--- config.mk ---
export PLATFORM = sky130hd
export DESIGN_NAME = nabp_top
export DESIGN_NICKNAME = d
export VERILOG_FILES = /design/src/common/nabp_geom_pkg.sv /design/src/common/nabp_ctrl_pkg.sv /design/src/hdl/nabp_state_control.sv /design/src/shifter/nabp_shifter.sv /design/src/hdl/nabp_filter_mapper.sv /design/src/line_buffer/nabp_line_buffer.sv /design/src/hdl/nabp_pe_array.sv /design/src/hdl/nabp_top.sv
export SDC_FILE = /design/constraint.sdc
export NUM_CORES = 1
export LEC_CHECK = 0
export ABC_AREA = 0
export BUFFER_PORTS_ARGS = -buffer_cell sky130_fd_sc_hd__buf_2
export CORE_UTILIZATION = 25
export DETAILED_ROUTE_END_ITERATION = 12
export GPL_ROUTABILITY_DRIVEN = 0
export MAX_ROUTING_LAYER = met4
export PLACE_DENSITY_LB_ADDON = 0.2
export SLEW_MARGIN = 0
export SYNTH_ARGS = -nofsm -noshare
export SYNTH_HDL_FRONTEND = slang
export SYNTH_SLANG_ARGS = --single-unit
--- constraint.sdc ---
create_clock -name clk -period 6.07 [get_ports clk]
set_input_delay 0.3035 -clock clk [delete_from_list [all_inputs] [get_ports clk]]
set_output_delay 0.3035 -clock clk [all_outputs]
set_load 0.01 [all_outputs]
--- src/common/nabp_geom_pkg.sv ---
package nabp_geom_pkg;

    // projection line length in pixels
    localparam int IMAGE_SIZE = 16;

    // one processing element per line buffer tap
    localparam int NUM_PE = 4;
    // tap positions, ascending
    localparam int PE_TAPS [NUM_PE] = '{0, 4, 8, 12};

    // fill runs down from the last tap, shift runs down from the last pixel
    localparam int FILL_CNT_INIT = PE_TAPS[NUM_PE-1];
    localparam int SHIFT_CNT_INIT = IMAGE_SIZE - 1;
    localparam int CNT_W = $clog2(SHIFT_CNT_INIT + 1);
    // the shared down counter only works if fill never outruns shift
    localparam bit CNT_INIT_OK = (FILL_CNT_INIT <= SHIFT_CNT_INIT);

    // filtered pixels and line RAM addressing
    localparam int PIXEL_W = 12;
    localparam int ADDR_W = $clog2(IMAGE_SIZE);

    // unsigned fixed point step accumulator, 4.8
    localparam int ACCU_INT_W = 4;
    localparam int ACCU_FRAC_W = 8;
    localparam int ACCU_W = ACCU_INT_W + ACCU_FRAC_W;

    // PE sums, wide enough for a full line of pixels
    localparam int SUM_W = 18;

    typedef logic [ACCU_W-1:0] accu_t;
    typedef logic signed [PIXEL_W-1:0] pixel_t;
    typedef logic signed [SUM_W-1:0] sum_t;

endpackage

--- src/common/nabp_ctrl_pkg.sv ---
package nabp_ctrl_pkg;

    // shifter phases
    typedef enum logic [1:0] {
        READY_S     = 2'd0,
        FILL_S      = 2'd1,
        FILL_DONE_S = 2'd2,
        SHIFT_S     = 2'd3
    } shifter_state_t;

    // run controller phases
    // encoding 3 is unused and falls back to idle
    typedef enum logic [1:0] {
        IDLE_S     = 2'd0,
        FILLING_S  = 2'd1,
        SHIFTING_S = 2'd2
    } run_state_t;

endpackage

--- src/hdl/nabp_state_control.sv ---
module nabp_state_control
    import nabp_geom_pkg::*;
    import nabp_ctrl_pkg::*;
(
    input  logic  clk,
    input  logic  reset_n,
    input  logic  start,
    input  accu_t accu_base,
    input  logic  sc_fill_done,
    input  logic  sc_shift_done,
    output logic  sc_fill_kick,
    output logic  sc_shift_kick,
    output accu_t sc_accu_base,
    output logic  busy,
    output logic  done
);

    run_state_t state;
    accu_t      base_q;

    // run sequencing, kicks and done are one-cycle pulses
    always_ff @(posedge clk)
    begin
        if (!reset_n)
        begin
            state         <= IDLE_S;
            sc_fill_kick  <= 1'b0;
            sc_shift_kick <= 1'b0;
            done          <= 1'b0;
        end
        else
        begin
            sc_fill_kick  <= 1'b0;
            sc_shift_kick <= 1'b0;
            done          <= 1'b0;
            case (state)
                IDLE_S:
                    // start only counts while idle
                    if (start)
                    begin
                        state        <= FILLING_S;
                        sc_fill_kick <= 1'b1;
                    end
                FILLING_S:
                    if (sc_fill_done)
                    begin
                        state         <= SHIFTING_S;
                        sc_shift_kick <= 1'b1;
                    end
                SHIFTING_S:
                    // done and the fall of busy land together
                    if (sc_shift_done)
                    begin
                        state <= IDLE_S;
                        done  <= 1'b1;
                    end
                default:
                    state <= IDLE_S;
            endcase
        end
    end

    // base is held for the whole run
    always_ff @(posedge clk)
    begin
        if (state == IDLE_S && start)
            base_q <= accu_base;
    end

    assign sc_accu_base = base_q;
    assign busy = (state != IDLE_S);

    // a done from the shifter only answers the kick still waiting on it
    a_fill_done_pending: assert property (@(posedge clk) disable iff (!reset_n)
        sc_fill_done |-> state == FILLING_S);
    a_shift_done_pending: assert property (@(posedge clk) disable iff (!reset_n)
        sc_shift_done |-> state == SHIFTING_S);

endmodule

--- src/shifter/nabp_shifter.sv ---
module nabp_shifter
    import nabp_geom_pkg::*;
    import nabp_ctrl_pkg::*;
(
    input  logic  clk,
    input  logic  reset_n,
    // kicks and step size from the run controller
    input  logic  sc_fill_kick,
    input  logic  sc_shift_kick,
    input  accu_t sc_accu_base,
    // phase ends back to the run controller
    output logic  sc_fill_done,
    output logic  sc_shift_done,
    // filter mapper control
    output logic  mp_kick,
    output logic  mp_shift_en,
    // line buffer control
    output logic  lb_clear,
    output logic  lb_shift_en,
    // PE array control
    output logic  sw_pe_kick
);

    shifter_state_t state;
    shifter_state_t next_state;
    logic [CNT_W-1:0] cnt;
    accu_t accu;
    accu_t accu_next;
    logic fill_done_l;
    logic shift_done_l;
    logic [1:0] fill_done_d;
    logic [1:0] shift_done_d;

    // fill and shift share one down counter
    if (!CNT_INIT_OK)
    begin : g_cnt_check
        $fatal(1, "fill count %0d exceeds shift count %0d", FILL_CNT_INIT, SHIFT_CNT_INIT);
    end

    // wraps freely, only integer boundary crossings matter
    assign accu_next = accu + sc_accu_base;

    // every fill cycle shifts, shift cycles only on a crossing
    assign mp_shift_en = (state == FILL_S) ||
                         (state == SHIFT_S &&
                          accu_next[ACCU_W-1 -: ACCU_INT_W] != accu[ACCU_W-1 -: ACCU_INT_W]);

    assign fill_done_l  = (state == FILL_S) && (cnt == '0);
    assign shift_done_l = (state == SHIFT_S) && (cnt == '0);

    // a new run starts from an empty buffer and address 0
    assign lb_clear = sc_fill_kick;
    assign mp_kick  = sc_fill_kick;

    always_ff @(posedge clk)
    begin
        if (!reset_n)
        begin
            cnt  <= CNT_W'(FILL_CNT_INIT);
            accu <= '0;
        end
        else
        begin
            case (state)
                FILL_S:
                    if (cnt != '0)
                        cnt <= cnt - 1'b1;
                FILL_DONE_S:
                    cnt <= CNT_W'(SHIFT_CNT_INIT);
                SHIFT_S:
                    if (cnt != '0)
                    begin
                        cnt  <= cnt - 1'b1;
                        accu <= accu_next;
                    end
                default:
                begin
                    cnt <= CNT_W'(FILL_CNT_INIT);
                    // half a step up front so shifts fall on pixel edges
                    // rather than on pixel centres
                    accu <= sc_accu_base >> 1;
                end
            endcase
        end
    end

    always_ff @(posedge clk)
    begin
        if (!reset_n)
            state <= READY_S;
        else
            state <= next_state;
    end

    always_comb
    begin
        next_state = state;
        case (state)
            READY_S:
                if (sc_fill_kick)
                    next_state = FILL_S;
            FILL_S:
                if (fill_done_l)
                    next_state = FILL_DONE_S;
            FILL_DONE_S:
                if (sc_shift_kick)
                    next_state = SHIFT_S;
            SHIFT_S:
                if (shift_done_l)
                    next_state = READY_S;
            default:
                next_state = READY_S;
        endcase
    end

    // one cycle covers the RAM read, done strobes trail by two
    always_ff @(posedge clk)
    begin
        if (!reset_n)
        begin
            lb_shift_en  <= 1'b0;
            sw_pe_kick   <= 1'b0;
            fill_done_d  <= '0;
            shift_done_d <= '0;
        end
        else
        begin
            lb_shift_en  <= mp_shift_en;
            sw_pe_kick   <= sc_shift_kick;
            fill_done_d  <= {fill_done_d[0], fill_done_l};
            shift_done_d <= {shift_done_d[0], shift_done_l};
        end
    end

    assign sc_fill_done  = fill_done_d[1];
    assign sc_shift_done = shift_done_d[1];

    // kicks from the controller must match the shifter phase
    a_fill_kick_ready: assert property (@(posedge clk) disable iff (!reset_n)
        sc_fill_kick |-> state == READY_S);
    a_shift_kick_fill_done: assert property (@(posedge clk) disable iff (!reset_n)
        sc_shift_kick |-> state == FILL_DONE_S);

endmodule

--- src/hdl/nabp_filter_mapper.sv ---
module nabp_filter_mapper
    import nabp_geom_pkg::*;
(
    input  logic              clk,
    input  logic              reset_n,
    // host load port
    input  logic              fp_we,
    input  logic [ADDR_W-1:0] fp_addr,
    input  pixel_t            fp_data,
    // read control from the shifter
    input  logic              mp_kick,
    input  logic              mp_shift_en,
    output pixel_t            rd_data
);

    pixel_t mem [IMAGE_SIZE];
    logic [ADDR_W-1:0] rd_addr;
    // set once the last pixel has been read out
    logic rd_over;

    // host write port
    always_ff @(posedge clk)
    begin
        if (fp_we)
            mem[fp_addr] <= fp_data;
    end

    // sequential read address
    always_ff @(posedge clk)
    begin
        if (!reset_n)
        begin
            rd_addr <= '0;
            rd_over <= 1'b0;
        end
        else if (mp_kick)
        begin
            rd_addr <= '0;
            rd_over <= 1'b0;
        end
        else if (mp_shift_en)
        begin
            rd_addr <= rd_addr + 1'b1;
            if (rd_addr == ADDR_W'(IMAGE_SIZE - 1))
                rd_over <= 1'b1;
        end
    end

    // read data follows each shift enable by one cycle
    // zeros are fed in past the end of the line
    always_ff @(posedge clk)
    begin
        if (mp_shift_en)
        begin
            if (rd_over)
                rd_data <= '0;
            else
                rd_data <= mem[rd_addr];
        end
    end

endmodule

--- src/line_buffer/nabp_line_buffer.sv ---
module nabp_line_buffer
    import nabp_geom_pkg::*;
(
    input  logic   clk,
    input  logic   reset_n,
    input  logic   lb_clear,
    input  logic   lb_shift_en,
    input  pixel_t rd_data,
    output pixel_t tap_pixels [NUM_PE]
);

    pixel_t line_q [IMAGE_SIZE];

    // new pixels enter at 0 and move up one slot per shift
    always_ff @(posedge clk)
    begin
        if (!reset_n || lb_clear)
        begin
            for (int i = 0; i < IMAGE_SIZE; i++)
                line_q[i] <= '0;
        end
        else if (lb_shift_en)
        begin
            line_q[0] <= rd_data;
            for (int i = 1; i < IMAGE_SIZE; i++)
                line_q[i] <= line_q[i-1];
        end
    end

    // expose the slots under the PE taps
    for (genvar g = 0; g < NUM_PE; g++)
    begin : g_tap
        assign tap_pixels[g] = line_q[PE_TAPS[g]];
    end

    // clear comes with the fill kick, before any shift reaches us
    a_clear_no_shift: assert property (@(posedge clk) disable iff (!reset_n)
        !(lb_clear && lb_shift_en));

endmodule

--- src/hdl/nabp_pe_array.sv ---
module nabp_pe_array
    import nabp_geom_pkg::*;
(
    input  logic   clk,
    input  logic   reset_n,
    input  logic   sw_pe_kick,
    input  logic   lb_shift_en,
    input  pixel_t tap_pixels [NUM_PE],
    output sum_t   pe_sums [NUM_PE]
);

    // high over the shift-phase window after a kick
    logic active;
    // shift phase spans SHIFT_CNT_INIT+1 cycles after the kick
    logic [CNT_W-1:0] win_cnt;

    always_ff @(posedge clk)
    begin
        if (!reset_n)
        begin
            active  <= 1'b0;
            win_cnt <= '0;
        end
        else if (sw_pe_kick)
        begin
            active  <= 1'b1;
            win_cnt <= CNT_W'(SHIFT_CNT_INIT);
        end
        else if (active)
        begin
            if (win_cnt == '0)
                active <= 1'b0;
            else
                win_cnt <= win_cnt - 1'b1;
        end
    end

    // each PE adds the pixel under its tap on every shift of the window
    // the tap value is the one held before that shift lands
    always_ff @(posedge clk)
    begin
        if (!reset_n || sw_pe_kick)
        begin
            for (int i = 0; i < NUM_PE; i++)
                pe_sums[i] <= '0;
        end
        else if (active && lb_shift_en)
        begin
            for (int i = 0; i < NUM_PE; i++)
                pe_sums[i] <= pe_sums[i] + tap_pixels[i];
        end
    end

endmodule

--- src/hdl/nabp_top.sv ---
module nabp_top
(
    input  logic                                 clk,
    input  logic                                 reset_n,
    // line RAM load, only while not busy
    input  logic                                 fp_we,
    input  logic [nabp_geom_pkg::ADDR_W-1:0]     fp_addr,
    input  nabp_geom_pkg::pixel_t                fp_data,
    // run control
    input  logic                                 start,
    input  nabp_geom_pkg::accu_t                 accu_base,
    output logic                                 busy,
    output logic                                 done,
    // per-tap sums, stable from done to the next start
    output nabp_geom_pkg::sum_t                  pe_sums [nabp_geom_pkg::NUM_PE]
);

    logic sc_fill_kick;
    logic sc_shift_kick;
    logic sc_fill_done;
    logic sc_shift_done;
    nabp_geom_pkg::accu_t sc_accu_base;
    logic mp_kick;
    logic mp_shift_en;
    logic lb_clear;
    logic lb_shift_en;
    logic sw_pe_kick;
    nabp_geom_pkg::pixel_t rd_data;
    nabp_geom_pkg::pixel_t tap_pixels [nabp_geom_pkg::NUM_PE];

    // start/done sequencing
    nabp_state_control u_state_control (
        .clk           (clk),
        .reset_n       (reset_n),
        .start         (start),
        .accu_base     (accu_base),
        .sc_fill_done  (sc_fill_done),
        .sc_shift_done (sc_shift_done),
        .sc_fill_kick  (sc_fill_kick),
        .sc_shift_kick (sc_shift_kick),
        .sc_accu_base  (sc_accu_base),
        .busy          (busy),
        .done          (done)
    );

    // fill and shift strobes for the datapath
    nabp_shifter u_shifter (
        .clk           (clk),
        .reset_n       (reset_n),
        .sc_fill_kick  (sc_fill_kick),
        .sc_shift_kick (sc_shift_kick),
        .sc_accu_base  (sc_accu_base),
        .sc_fill_done  (sc_fill_done),
        .sc_shift_done (sc_shift_done),
        .mp_kick       (mp_kick),
        .mp_shift_en   (mp_shift_en),
        .lb_clear      (lb_clear),
        .lb_shift_en   (lb_shift_en),
        .sw_pe_kick    (sw_pe_kick)
    );

    nabp_filter_mapper u_filter_mapper (
        .clk         (clk),
        .reset_n     (reset_n),
        .fp_we       (fp_we),
        .fp_addr     (fp_addr),
        .fp_data     (fp_data),
        .mp_kick     (mp_kick),
        .mp_shift_en (mp_shift_en),
        .rd_data     (rd_data)
    );

    nabp_line_buffer u_line_buffer (
        .clk         (clk),
        .reset_n     (reset_n),
        .lb_clear    (lb_clear),
        .lb_shift_en (lb_shift_en),
        .rd_data     (rd_data),
        .tap_pixels  (tap_pixels)
    );

    nabp_pe_array u_pe_array (
        .clk         (clk),
        .reset_n     (reset_n),
        .sw_pe_kick  (sw_pe_kick),
        .lb_shift_en (lb_shift_en),
        .tap_pixels  (tap_pixels),
        .pe_sums     (pe_sums)
    );

endmodule

==> results.yml <==
critical_path:
  cp_top_family: "compound AO/OA/AOI/OAI gates"
  slowest_stage: "a2111oi_0"
  required_ns: 6.57
  r2r.worst_path.cells: 12
  cp_cell_sequence: "ha_1 > inv_1 > fa_1 > nor2b_1 > o21ai_1 > a21boi_1 > o21bai_1 > a21oi_1 > o21ai_1 > a2111oi_0 > o21ai_0 > a32o_1"
  worst_setup_path_end_kind: "register"
  path_common_cell: "o21ai_1"
  crit_type: "reg -> reg"
  crit_fanout: 3
  r2r-end: "u_pe_array.pe_sums[32]"
  reg2reg_from: "u_line_buffer.line_q[8][0]"
  start_kind: "register"
  r2r_setup_slack_ns: 2.95
  critPathArrivalTime_ns: 3.63
  cp_slowest_stage_delay_ns: 0.51
  path_depth: 12
  crit_buf_inv: 1
synth:
  ys_types: 74
  synth_nets: 1739
  yosys_register_bits: 482
  synth_area_leaders: "edfxtp_1 (52%), dfxtp_1 (10%), mux4_2 (6.3%), ha_1 (5.1%), and3_1 (3.7%)"
  synthCells: 1615
  synth_most_common_cell: "edfxtp_1"
  yosysTopAreaCell: "edfxtp_1"
  synth_common_cells: "edfxtp_1 (372), and3_1 (127), nand2_1 (119)"
  yosysSeqAreaShare_pct: 62.3
  synth_flop_cell: "edfxtp_1"
  yosysTopAreaCellShare_pct: 52.0
  synth_edf_count: 372
  ys_warn_count: 0
  syn_area_per_cell_um2: 13.3
  netlist_area_um2: 21500
  ys_async_sr_fraction_pct: 0
final_layout:
  design_area_um2: 25400
  layout.cells.non_filler: 2932
  utilization_pct: 29.8
  areaGrowthSynthToFinish_pct: 18.2
  fillers: 8634
  drive_above_1_share_pct: 17.0
  nNetsFinal: 1863
floorplan:
  die_h_um: 295
  core_area_um2: 85100
  initial_utilization_pct: 25.2
  fp.dieArea_um2: 87000
  pin_count: 106
  rows: 107
  fp.dieW_um: 295
flow_run:
  cap_violations: 0
sta:
  fin_crit_ns: 3.12
  timing.slew.headroom_pct: 13.9
  max_clock_freq_ghz: 0.320
  clock_skew_ns: 0.0567
  hold_viol: 0
  fin_tns_setup_ns: 0
  slew_violations: 0
  rsz0062_at_grt: "no"
  setup_viol: 0
  period_share_pct: 51.5
  whs_ns: 0.0445
  tightest_slew_ns: 1.29
global_route:
  grt.overflow.total: 0
  antenna_found_initial: 2
  grt_pass1_vias: 13200
  grt_pass1_wl_um: 76500
  grt_max_degree: 124
  grt_usage_pct: 11.7
detailed_routing:
  post_drt_via_cell_ratio: 4.46
  drt-pass1-iter-count: 6
  dr.first_iter.drc_count: 753
  ant_nets: 0
  wl_per_cell_um: 16.9
  drc: 0
  via_count: 13100
  routed_wl_um: 49500
power:
  seq_power_share_pct: 47.7
  switching_share_pct: 26.2
  power.leakage_uw: 0.00958
  ir_worst_vdd_uv: 217
  p_per_area_nw_per_um2: 339
  power.share.combinational_pct: 13.5
  p_sw_uw: 2260
  p_int_uw: 6350
  p_clk_share_pct: 38.8
min_path:
  hold_start: "fp_data[8]"
  hold_end: "u_filter_mapper.mem[4][8]"
  hold_depth: 1
  holdCritPathClass: "in -> reg"
clock_network:
  worstSkewPairLatency_ns: 0.64
  tritoncts: "done"
  postCtsSetupRepairBufs: 0
  cts_buffers: 57
  cts.sinks: 482
  clkTransAtPathRegs_ns: 0.06
  cts_max_level: 2
  clock_path_buffers: 3
  cts_root_buf: "clkbuf_16"
placed_design:
  detailed_place_hpwl_um: 30500
  portBuffers: 105
  dp.cells: 2807
  placed_area_um2: 23300
status:
  status: "complete, no violations"
==> power by group through the flow <==
| stage | registers [uW] | logic [uW] | clock network [uW] |
|---|---|---|---|
| floorplan | 4060 | 990 | 0 |
| global placement | 4180 | 1150 | 0 |
| detailed placement | 4190 | 1170 | 0 |
| CTS | 4120 | 1180 | 3460 |
| global route | 4160 | 1280 | 3580 |
| finish | 4110 | 1160 | 3340 |
==> how the worst max path moves through the flow <==
stage / end / from
final: u_pe_array.pe_sums[32] / u_line_buffer.line_q[8][0]
after global routing: u_pe_array.pe_sums[32] / u_line_buffer.line_q[8][0]
after CTS: u_filter_mapper.rd_addr[2] / u_state_control.sc_accu_base[2]
after detailed placement: u_line_buffer.line_q[6][9] / reset_n
after global placement: u_line_buffer.line_q[5][10] / reset_n
after floorplan: u_line_buffer.line_q[0][0] / reset_n
==> layout make-up <==
cell class / instances / area [um2] / area share [%]
repair buffers: 138 / 816 / 3.22
well taps: 1144 / 1430 / 5.64
inverters: 46 / 173 / 0.681
diodes: 1 / 2.50 / 0.00987
flip-flops and latches: 482 / 13400 / 52.8
clock buffers: 65 / 1460 / 5.74
multi-input cells: 1014 / 7690 / 30.3
clock inverters: 42 / 408 / 1.61
==> per-layer routing <==
layer | track usage [%] | vias up | part of all wire (%)
li1 | - | 6337 | -
met1 | 13.9 | 6434 | 44
met2 | 19.7 | 208 | 49
met3 | 2.58 | 84 | 4.8
met4 | 3.63 | 0 | 2.6
met5 | - | - | 0
==> what timing repair did <==
action                                 4_1_cts  5_1_grt
hold buffers                                17        0
gates resized for setup                      0        0
endpoints found under the hold margin       65        0
==> flip-flops by register name (all words and copies together) (netlist names), 2 cells and up <==
| name | cells |
|---|---|
| u_filter_mapper.mem | 192 |
| u_filter_mapper.rd_addr | 4 |
| u_filter_mapper.rd_data | 12 |
| u_line_buffer.line_q | 156 |
| u_pe_array.pe_sums | 72 |
| u_pe_array.win_cnt | 4 |
| u_shifter.accu | 11 |
| u_shifter.cnt | 4 |
| u_shifter.fill_done_d | 2 |
| u_shifter.shift_done_d | 2 |
| u_shifter.state | 2 |
| u_state_control.sc_accu_base | 12 |
| u_state_control.state | 2 |
==> cell usage in the layout (no fill, tap or decap), types with 57 or more instances in the layout <==
cell type and n:
and3_1 127, dfxtp_1 107, edfxtp_1 372, ha_1 87, nand2_1 117, clkbuf_16 57
a21oi_1 106, buf_2 105, mux4_2 60, nor2_1 74
==> cell families after synthesis <==
logic type                 synth area share [%]
and+or+nand+nor                            12.6
DFF                                        62.3
AOI/OAI and AO/OA                          8.44
buffers and inverters                      2.11
adders and majority gates                  5.54
muxes                                      6.76
xor gates and xnor gates                   2.27
==> metrics by stage <==
stage,total power [uW],setup slack [ns]
2_1_floorplan,5050,1.05
3_3_place_gp,5330,2.67
3_5_place_dp,5350,2.60
4_1_cts,8760,2.91
5_1_grt,9020,2.56
6_report,8610,2.95
Power figures use the tool's default switching activity.
